`src/hw/cray_pkg.sv`:
```
/*
 * cray core shared types: widths, package constants, opcode and
 * exchange state encodings, and the control structs between blocks
 */
`default_nettype none

package cray_pkg;

   typedef logic [15:0] parcel_t;   // one instruction parcel
   typedef logic [23:0] addr_t;     // address / A register value
   typedef logic [63:0] word_t;     // memory word
   typedef logic [7:0]  xa_t;       // exchange address
   typedef logic [6:0]  vl_t;       // vector length

   localparam int            XP_WORDS    = 16;   // words per exchange package
   localparam int            XP_CNT_W    = 4;
   localparam vl_t           VL_RESET    = 7'd64;
   localparam logic [17:0]   LIMIT_RESET = 18'h3FFFF;

   // octal opcodes, parcel bits 15:9
   typedef enum logic [6:0] {
      OP_EXCH0  = 7'o000,
      OP_SET_VL = 7'o002,
      OP_EXCH4  = 7'o004,
      OP_IMM22  = 7'o020,   // two parcels
      OP_IMM6   = 7'o022,
      OP_AADD   = 7'o030,
      OP_ASUB   = 7'o031
   } opcode_e;

   typedef enum logic [2:0] {
      XP_EXECUTE,
      XP_CLEAR_IBUF,
      XP_FETCH,
      XP_LOAD_WAIT,
      XP_STORE,
      XP_LOAD,
      XP_DONE
   } xp_state_e;

   typedef struct packed {
      xp_state_e             state;
      logic [XP_CNT_W-1:0]   cnt;     // package word index
      logic                  store;   // store burst active
      logic                  load;    // load burst active
   } xp_ctl_t;

   typedef struct packed {
      logic          wr_en;
      opcode_e       op;
      logic [2:0]    i;
      logic [2:0]    j;
      logic [2:0]    k;
      logic [21:0]   imm22;
   } a_op_t;

endpackage

`default_nettype wire

```
`src/hw/xp_sequencer.sv`:
```
/*
 * exchange package sequencer: state machine, package word counter
 * and steering of the memory port between execute and package transfer
 */
`timescale 1ns/1ns
`default_nettype none

module xp_sequencer import cray_pkg::*;
(
   input  wire      clk,
   input  wire      rst,
   input  wire      i_nip_vld,
   input  wire      i_exch_req,
   input  addr_t    i_p,
   input  xa_t      i_xa,
   input  word_t    i_store_word,
   output xp_ctl_t  o_ctl,
   output xa_t      o_active_xa,
   output logic     o_clear_ibufs,
   output addr_t    o_p_addr,
   output logic     o_mem_ce,
   output logic     o_mem_wr_en,
   output word_t    o_data_to_mem
);

   localparam logic [XP_CNT_W-1:0] CNT_LAST = XP_CNT_W'(XP_WORDS - 1);

   xp_state_e            state;
   logic [XP_CNT_W-1:0]  cnt;
   xa_t                  active_xa;
   logic                 storing;

   //////////////////////////////////////////////////////////////////////
   // state machine and word counter
   always_ff @(posedge clk)
   begin
      if (rst)
         state <= XP_CLEAR_IBUF;    // reset runs a full exchange
      else
         case (state)
            XP_EXECUTE:    if (i_exch_req) state <= XP_CLEAR_IBUF;
            XP_CLEAR_IBUF: state <= XP_FETCH;
            XP_FETCH:      if (i_nip_vld) state <= XP_LOAD_WAIT;   // package ready
            XP_LOAD_WAIT:  state <= XP_STORE;
            XP_STORE:      if (cnt == CNT_LAST) state <= XP_LOAD;
            XP_LOAD:       if (cnt == CNT_LAST) state <= XP_DONE;
            default:       state <= XP_EXECUTE;    // XP_DONE
         endcase
   end

   always_ff @(posedge clk)
   begin
      if (rst)
         cnt <= '0;
      else if (state == XP_STORE || state == XP_LOAD)
         cnt <= cnt + 1'b1;    // wraps to 0 between bursts
      else
         cnt <= '0;
   end

   // exchange address in use for this package transfer
   always_ff @(posedge clk)
   begin
      if (rst)
         active_xa <= '0;
      else if (state == XP_EXECUTE)
         active_xa <= i_xa;
   end

   //////////////////////////////////////////////////////////////////////
   // memory port
   assign storing       = (state == XP_STORE);
   assign o_ctl         = '{state: state, cnt: cnt, store: storing, load: state == XP_LOAD};
   assign o_active_xa   = active_xa;
   assign o_clear_ibufs = (state == XP_CLEAR_IBUF) || (state == XP_DONE);
   assign o_p_addr      = (state == XP_EXECUTE) ? i_p : {10'b0, active_xa, cnt, 2'b00};
   assign o_mem_ce      = storing;
   assign o_mem_wr_en   = storing;
   assign o_data_to_mem = storing ? i_store_word : '0;

endmodule

`default_nettype wire

```
`src/hw/parcel_issue.sv`:
```
/*
 * parcel pipeline (nip/cip/lip), two-parcel detect, decode of the
 * current parcel, and the program counter
 */
`timescale 1ns/1ns
`default_nettype none

module parcel_issue import cray_pkg::*;
(
   input  wire      clk,
   input  wire      rst,
   input  xp_ctl_t  i_ctl,
   input  parcel_t  i_nip_nxt,
   input  wire      i_nip_vld,
   input  word_t    i_word_nxt,
   output a_op_t    o_a_op,
   output logic     o_exch_req,
   output logic     o_set_vl,
   output logic     o_k_zero,
   output addr_t    o_p
);

   parcel_t  nip, cip, lip;
   logic     nip_vld, cip_vld, lip_vld;
   logic     two_parcel_nip;
   logic     shift;
   logic     a_wr;
   opcode_e  op;
   addr_t    p_addr;

   assign op             = opcode_e'(cip[15:9]);
   assign two_parcel_nip = nip_vld && (nip[15:9] == OP_IMM22);
   assign o_exch_req     = cip_vld && (op == OP_EXCH0 || op == OP_EXCH4);
   // the current parcel issues as the pipe advances
   assign shift          = (i_ctl.state == XP_EXECUTE) && i_nip_vld && !o_exch_req;

   always_ff @(posedge clk)
   begin
      if (rst || i_ctl.state == XP_DONE)
      begin
         nip     <= '0;
         cip     <= '0;
         lip     <= '0;
         nip_vld <= 1'b0;
         cip_vld <= 1'b0;
         lip_vld <= 1'b0;
      end
      else if (shift)
      begin
         nip     <= two_parcel_nip ? '0 : i_nip_nxt;   // trailing parcel skips nip
         lip     <= i_nip_nxt;
         cip     <= nip;
         nip_vld <= !two_parcel_nip;
         cip_vld <= nip_vld;
         lip_vld <= two_parcel_nip;    // lip belongs to the new cip
      end
   end

   ///////////////////////////////////////////////////////////////////////
   // decode
   always_comb
   begin
      case (op)
         OP_IMM6, OP_AADD, OP_ASUB: a_wr = 1'b1;
         OP_IMM22:                  a_wr = lip_vld;
         default:                   a_wr = 1'b0;
      endcase
   end

   assign o_a_op   = '{wr_en: shift && cip_vld && a_wr, op: op, i: cip[8:6],
                       j: cip[5:3], k: cip[2:0], imm22: {cip[5:0], lip}};
   assign o_set_vl = shift && cip_vld && (op == OP_SET_VL);
   assign o_k_zero = (cip[2:0] == 3'd0);

   // program counter, one step per accepted parcel
   always_ff @(posedge clk)
   begin
      if (rst)
         p_addr <= '0;
      else if (shift)
         p_addr <= p_addr + 1'b1;
      else if (i_ctl.load && i_ctl.cnt == '0)
         p_addr <= i_word_nxt[47:24];
   end

   assign o_p = p_addr;

endmodule

`default_nettype wire

```
`src/hw/addr_unit.sv`:
```
/*
 * address unit: eight A registers with add/subtract and immediate
 * writes, plus the exchange package read and load port
 */
`timescale 1ns/1ns
`default_nettype none

module addr_unit import cray_pkg::*;
(
   input  wire      clk,
   input  wire      rst,
   input  xp_ctl_t  i_ctl,
   input  a_op_t    i_a_op,
   input  word_t    i_word_nxt,
   output addr_t    o_ak,
   output addr_t    o_ex_data
);

   addr_t  a_rf [8];
   addr_t  aj, ak;
   addr_t  result;
   logic   xp_wr;

   // A0 as an operand reads as zero
   assign aj = (i_a_op.j == 3'd0) ? '0 : a_rf[i_a_op.j];
   assign ak = (i_a_op.k == 3'd0) ? '0 : a_rf[i_a_op.k];

   always_comb
   begin
      case (i_a_op.op)
         OP_AADD:  result = aj + ak;    // wraps at 24 bits
         OP_ASUB:  result = aj - ak;
         OP_IMM6:  result = {18'b0, i_a_op.j, i_a_op.k};
         OP_IMM22: result = {2'b0, i_a_op.imm22};
         default:  result = '0;
      endcase
   end

   // package words 0..7 carry A0..A7
   assign xp_wr = i_ctl.load && !i_ctl.cnt[3];

   always_ff @(posedge clk)
   begin
      if (rst)
      begin
         for (int n = 0; n < 8; n++)
            a_rf[n] <= '0;
      end
      else if (xp_wr)
         a_rf[i_ctl.cnt[2:0]] <= i_word_nxt[23:0];
      else if (i_a_op.wr_en)
         a_rf[i_a_op.i] <= result;
   end

   assign o_ak      = ak;
   assign o_ex_data = a_rf[i_ctl.cnt[2:0]];   // store side of the package

endmodule

`default_nettype wire

```
`src/hw/xp_context.sv`:
```
/*
 * context registers (base, limit, exchange address, vector length)
 * and assembly of the package word to store
 */
`timescale 1ns/1ns
`default_nettype none

module xp_context import cray_pkg::*;
(
   input  wire      clk,
   input  wire      rst,
   input  xp_ctl_t  i_ctl,
   input  word_t    i_word_nxt,
   input  wire      i_set_vl,
   input  addr_t    i_ak,
   input  wire      i_k_zero,
   input  addr_t    i_p,
   input  addr_t    i_ex_data,
   input  xa_t      i_active_xa,
   output xa_t      o_xa,
   output word_t    o_store_word
);

   logic [17:0]  base_addr;
   logic [17:0]  limit_addr;
   xa_t          xa;
   vl_t          vl;

   always_ff @(posedge clk)
   begin
      if (rst)
      begin
         base_addr  <= '0;
         limit_addr <= LIMIT_RESET;
         xa         <= '0;
         vl         <= VL_RESET;
      end
      else if (i_ctl.load)
      begin
         if (i_ctl.cnt == 4'd1) base_addr  <= i_word_nxt[45:28];
         if (i_ctl.cnt == 4'd2) limit_addr <= i_word_nxt[45:28];
         if (i_ctl.cnt == 4'd3)
         begin
            xa <= i_word_nxt[47:40];
            vl <= i_word_nxt[39:33];
         end
      end
      else if (i_set_vl)
         vl <= i_k_zero ? 7'd1 : i_ak[6:0];   // k of zero means length 1
   end

   assign o_xa = xa;

   //////////////////////////////////////////////////////////////////////
   // store word for the current counter
   always_comb
   begin
      case (i_ctl.cnt)
         4'd0:    o_store_word = {16'b0, i_p, i_ex_data};
         4'd1:    o_store_word = {18'b0, base_addr, 4'b0, i_ex_data};
         4'd2:    o_store_word = {18'b0, limit_addr, 4'b0, i_ex_data};
         4'd3:    o_store_word = {16'b0, i_active_xa, vl, 9'b0, i_ex_data};
         4'd4, 4'd5, 4'd6, 4'd7:
                  o_store_word = {40'b0, i_ex_data};
         default: o_store_word = '0;    // S register slots not kept
      endcase
   end

endmodule

`default_nettype wire

```
`src/hw/cray_core_top.sv`:
```
/*
 * cray core control top: exchange sequencer with parcel issue,
 * address unit and context register datapaths around it
 */
`timescale 1ns/1ns
`default_nettype none

module cray_core_top import cray_pkg::*;
(
   input  wire      clk,
   input  wire      rst,
   input  parcel_t  i_nip_nxt,
   input  word_t    i_word_nxt,
   input  wire      i_nip_vld,
   output addr_t    o_p_addr,
   output logic     o_clear_ibufs,
   output logic     o_mem_ce,
   output word_t    o_data_to_mem,
   output logic     o_mem_wr_en
);

   xp_ctl_t  ctl;
   a_op_t    a_op;
   logic     exch_req;
   logic     set_vl;
   logic     k_zero;
   addr_t    p_addr;
   addr_t    ak;
   addr_t    ex_data;
   xa_t      xa;
   xa_t      active_xa;
   word_t    store_word;

   xp_sequencer u_seq (
      .clk           (clk),
      .rst           (rst),
      .i_nip_vld     (i_nip_vld),
      .i_exch_req    (exch_req),
      .i_p           (p_addr),
      .i_xa          (xa),
      .i_store_word  (store_word),
      .o_ctl         (ctl),
      .o_active_xa   (active_xa),
      .o_clear_ibufs (o_clear_ibufs),
      .o_p_addr      (o_p_addr),
      .o_mem_ce      (o_mem_ce),
      .o_mem_wr_en   (o_mem_wr_en),
      .o_data_to_mem (o_data_to_mem)
   );

   parcel_issue u_issue (
      .clk        (clk),
      .rst        (rst),
      .i_ctl      (ctl),
      .i_nip_nxt  (i_nip_nxt),
      .i_nip_vld  (i_nip_vld),
      .i_word_nxt (i_word_nxt),
      .o_a_op     (a_op),
      .o_exch_req (exch_req),
      .o_set_vl   (set_vl),
      .o_k_zero   (k_zero),
      .o_p        (p_addr)
   );

   addr_unit u_addr (
      .clk        (clk),
      .rst        (rst),
      .i_ctl      (ctl),
      .i_a_op     (a_op),
      .i_word_nxt (i_word_nxt),
      .o_ak       (ak),
      .o_ex_data  (ex_data)
   );

   xp_context u_ctx (
      .clk          (clk),
      .rst          (rst),
      .i_ctl        (ctl),
      .i_word_nxt   (i_word_nxt),
      .i_set_vl     (set_vl),
      .i_ak         (ak),
      .i_k_zero     (k_zero),
      .i_p          (p_addr),
      .i_ex_data    (ex_data),
      .i_active_xa  (active_xa),
      .o_xa         (xa),
      .o_store_word (store_word)
   );

endmodule

`default_nettype wire

```
`config.mk`:
```
export PLATFORM = sky130hd
export DESIGN_NAME = cray_core_top
export DESIGN_NICKNAME = d
export VERILOG_FILES = /design/src/hw/cray_pkg.sv /design/src/hw/xp_sequencer.sv /design/src/hw/parcel_issue.sv /design/src/hw/addr_unit.sv /design/src/hw/xp_context.sv /design/src/hw/cray_core_top.sv
export SDC_FILE = /design/constraint.sdc
export NUM_CORES = 1
export LEC_CHECK = 0
export ABC_AREA = 1
export CAP_MARGIN = 10
export CORE_MARGIN = 1
export CORE_UTILIZATION = 30
export DETAILED_ROUTE_END_ITERATION = 12
export DONT_BUFFER_PORTS = 1
export PLACE_DENSITY = 0.51
export SYNTH_ARGS = -nofsm -noshare
export SYNTH_HDL_FRONTEND = slang
export SYNTH_SLANG_ARGS = --single-unit
```
`constraint.sdc`:
```
create_clock -name clk -period 8.3 [get_ports clk]
set_clock_uncertainty 0.2 [all_clocks]
set_input_delay 0.415 -clock clk [delete_from_list [all_inputs] [get_ports clk]]
set_output_delay 0.415 -clock clk [all_outputs]
set_load 0.01 [all_outputs]
```
==> run_results.csv <==
group,metric,value,unit
synth,netlist.area_leader.share,0.267,
routing,routed_wl,85500,um
pwr,power.total,7.11,mW
synth,synthAdderAreaFrac,0.0177,
placement,port-buffer-count,0,
pwr,power_density,296,mW/mm2
clock_tree,h-tree-depth,2,
critical_path,cp_data_required_time,8.40,ns
timing,whs,0.0746,ns
critical_path,worst_path_max_delay_cell,"nor2_1",
placement,pre_cts_slack,2.43,ns
clock_tree,cts_tree,"done",
timing,worst_pin_slew,1.11,ns
timing,fin_crit_sh,0.729,
synth,yosysUniqueCellTypes,52,
clock_tree,cts_sinks,339,
critical_path,crit_top_cell,"nand2_1",
hold_path,hp-class,"input port to flop",
global_routing,grt_pass1_wl,126000,um
global_routing,antenna_found_initial,0,
run,maxCapViolations,0,
floorplan,io_pins,174,
synth,synth_top_family_by_area,"simple AND/OR/NAND/NOR gates",
cells_and_area,fin_util,0.337,
floorplan,initial_core_util,0.303,
critical_path,end_kind,"flop",
clock_tree,cts_hold_buf,51,
critical_path,r2r_end,"u_addr.a_rf[7][18]",
critical_path,cp_max_fo,16,
timing,fin_crit,6.05,ns
critical_path,reg2reg_from,"u_issue.cip[13]",
pwr,ir_drop,164,uV
timing,max_freq,165,MHz
routing,first_pass_iters,5,
synth,synth_ff_type,"edfxtp_1",
synth,syn_area_per_cell,7.09,um2
synth,synthCells,3044,
timing,layout_setup_ws,2.25,ns
routing,drc,0,
critical_path,crit_chain,"nand3_2, inv_2, nand4_1, nor2_1, inv_1, nand2_1, nand2_1, xnor2_1, inv_1, ha_1, nand2_1, inv_1, nand2_1, nor3_1, nand4_1, nand3_1, nand2_1, nand2_1, o22ai_1, mux2i_1, nor2_1",
synth,ys_async_sr_fraction,0,
critical_path,cpPeakStageDelay,0.99,ns
floorplan,die-area,0.0731,mm2
clock_tree,postCtsSetupBuffers,0,
routing,post_drt_wl_per_cell,21.5,um
clock_tree,max-clock-path-buffers,3,
synth,muxShareOfSynthArea,0.00139,
floorplan,fp.dieH,270,um
cells_and_area,design_area,0.0240,mm2
placement,place_inst,3836,
timing,rsz0062_at_grt,"no",
clock_tree,ctsResizeCount,0,
synth,synth_seq_cells,339,
hold_path,hold_depth,2,
floorplan,fp.dieW,270,um
critical_path,cp-start-kind,"flop",
synth,netlist_area,0.0216,mm2
timing,setup-violations-final,0,
synth,synth_compound_area_frac,0.221,
cells_and_area,layout-drive-gt1-share,0.0550,
routing,vias,20900,
timing,slew_violations,0,
critical_path,crit_type,"flop to flop",
timing,max_slew_margin,0.256,
timing,fin_setup_tns,0,ns
cells_and_area,instances_no_fill,3966,
synth,synth_xor_area_frac,0.0142,
global_routing,grt_pass1_vias,19700,
global_routing,gr-total-overflow,0,
synth,synth_common_cells,"nand2_1 (632), o21ai_0 (340), nor2_1 (331)",
synth,synthTopCellsByArea,"edfxtp_1 (27%), dfxtp_1 (14%), nand2_1 (11%)",
clock_tree,cts.clk_slew.worst_paths,0.06,ns
synth,synth_seq_area_share,0.403,
hold_path,hp-start,"i_word_nxt[20]",
floorplan,core,0.0714,mm2
cells_and_area,area_growth,11.4,%
global_routing,grt_max_degree,160,
placement,finalWeightedCongestion,0.913,
synth,synth-edff-count,192,
clock_tree,cts_buffers,43,
floorplan,rows,98,
outcome,outcome,"finished, final reports clean",
routing,via_per_inst,5.28,
pwr,cellLeakagePower,9.50,nW
routing,antenna_left,0,
routing,drt_iter0_drc,2075,
synth,yosys.area_share.simple,0.235,
cells_and_area,nets,3095,
critical_path,cp.arrival,6.15,ns
clock_tree,cts_root_buf,"clkbuf_16",
hold_path,hold_end,"u_addr.a_rf[2][20]",
global_routing,grt_util_all_layers,0.227,
critical_path,r2r.worst_path.cells,21,
clock_tree,insertion_delay,0.58,ns
synth,synth_top_area_cell,"edfxtp_1",
placement,dp_hpwl,54500,um
critical_path,reg2reg_slack,2.25,ns
synth,yosysMostFrequentCell,"nand2_1",
synth,ys_warn_count,0,
cells_and_area,num_antenna_cells,0,
placement,post_dp_cell_area,0.0222,mm2
timing,finalHoldViolations,0,
[sequential cells by signal, summed over array words and instances, names as in the netlist, named ones only]
register and count:
u_addr.a_rf 192, u_issue.o_p 24, u_ctx.base_addr 18, u_ctx.limit_addr 18
u_issue.cip 16, u_issue.lip 16, u_issue.nip 16, u_ctx.o_xa 8
u_seq.o_active_xa 8, u_ctx.vl 7, u_seq.cnt 4, u_seq.state 3
u_issue.cip_vld 1, u_issue.lip_vld 1, u_issue.nip_vld 1
[metal layers]
layer / share of wire / up-vias / track usage / wire, um
met3: 0.074 / 141 / 0.0352 / 6340
met4: 0.030 / 0 / 0.0769 / 2540
met1: 0.42 / 9860 / 0.293 / 35900
met2: 0.48 / 818 / 0.385 / 40700
li1: - / 10100 / - / -
met5: 0 / - / 0 / 0
[power breakdown]
| part | switching [mW] | internal (mW) | total (mW) |
|---|---|---|---|
| Sequential | 0.131 | 1.90 | 2.03 |
| Combinational | 2.26 | 0.958 | 3.22 |
| Clock | 0.795 | 1.07 | 1.86 |
[cell type report]
cell class | count | area [um2]
clock inverters | 20 | 168
inverters | 343 | 1290
multi-input cells | 2166 | 10700
flip-flops and latches | 339 | 8720
repair buffers | 89 | 818
clock buffers | 59 | 1190
fillers | 7816 | 47300
well taps | 950 | 1190
[worst max path at each step]
stage               depth (start not counted)            endpoint  slack, ns            start
floorplan                                  25  u_addr.a_rf[0][16]       4.47             flop
global placement                           24  u_addr.a_rf[6][18]       2.47             flop
detailed placement                         24  u_addr.a_rf[7][18]       2.43             flop
CTS                                        24  u_addr.a_rf[7][18]       2.37             flop
global route                               21  u_addr.a_rf[3][20]       1.84  u_issue.cip[13]
finish                                     21  u_addr.a_rf[7][18]       2.25  u_issue.cip[13]
[logic make-up (layout without fill, tap and decap cells)]
group / after synthesis / count (layout)
compound gates: 860 / 860
other cells: 1 / 16
fa+ha+maj: 30 / 30
mux: 3 / 3
flops: 339 / 339
buf+inv: 554 / 511
xor+xnor: 35 / 35
simple gates: 1222 / 1222
[cells in the final DEF, fill, tap and decap left out, types with 40 or more instances in the layout]
master	instances
nand2_1	630
o21ai_0	340
a21oi_1	330
nor2_1	328
inv_1	320
edfxtp_1	192
nand3_1	185
dfxtp_1	140
o211ai_1	65
dlygate4sd3_1	50
clkbuf_16	44
a31oi_1	40
[critical path: cells and delay by family, from the launching register on]
family | cells | cell delay [ns]
compound gates | 1 | 0.15
xor+xnor | 1 | 0.17
fa+ha+maj | 1 | 0.41
buf+inv | 4 | 0.70
flops | 1 | 0.41
mux | 1 | 0.64
simple gates | 13 | 3.03
No activity file was read; power rests on OpenSTA's default activity.
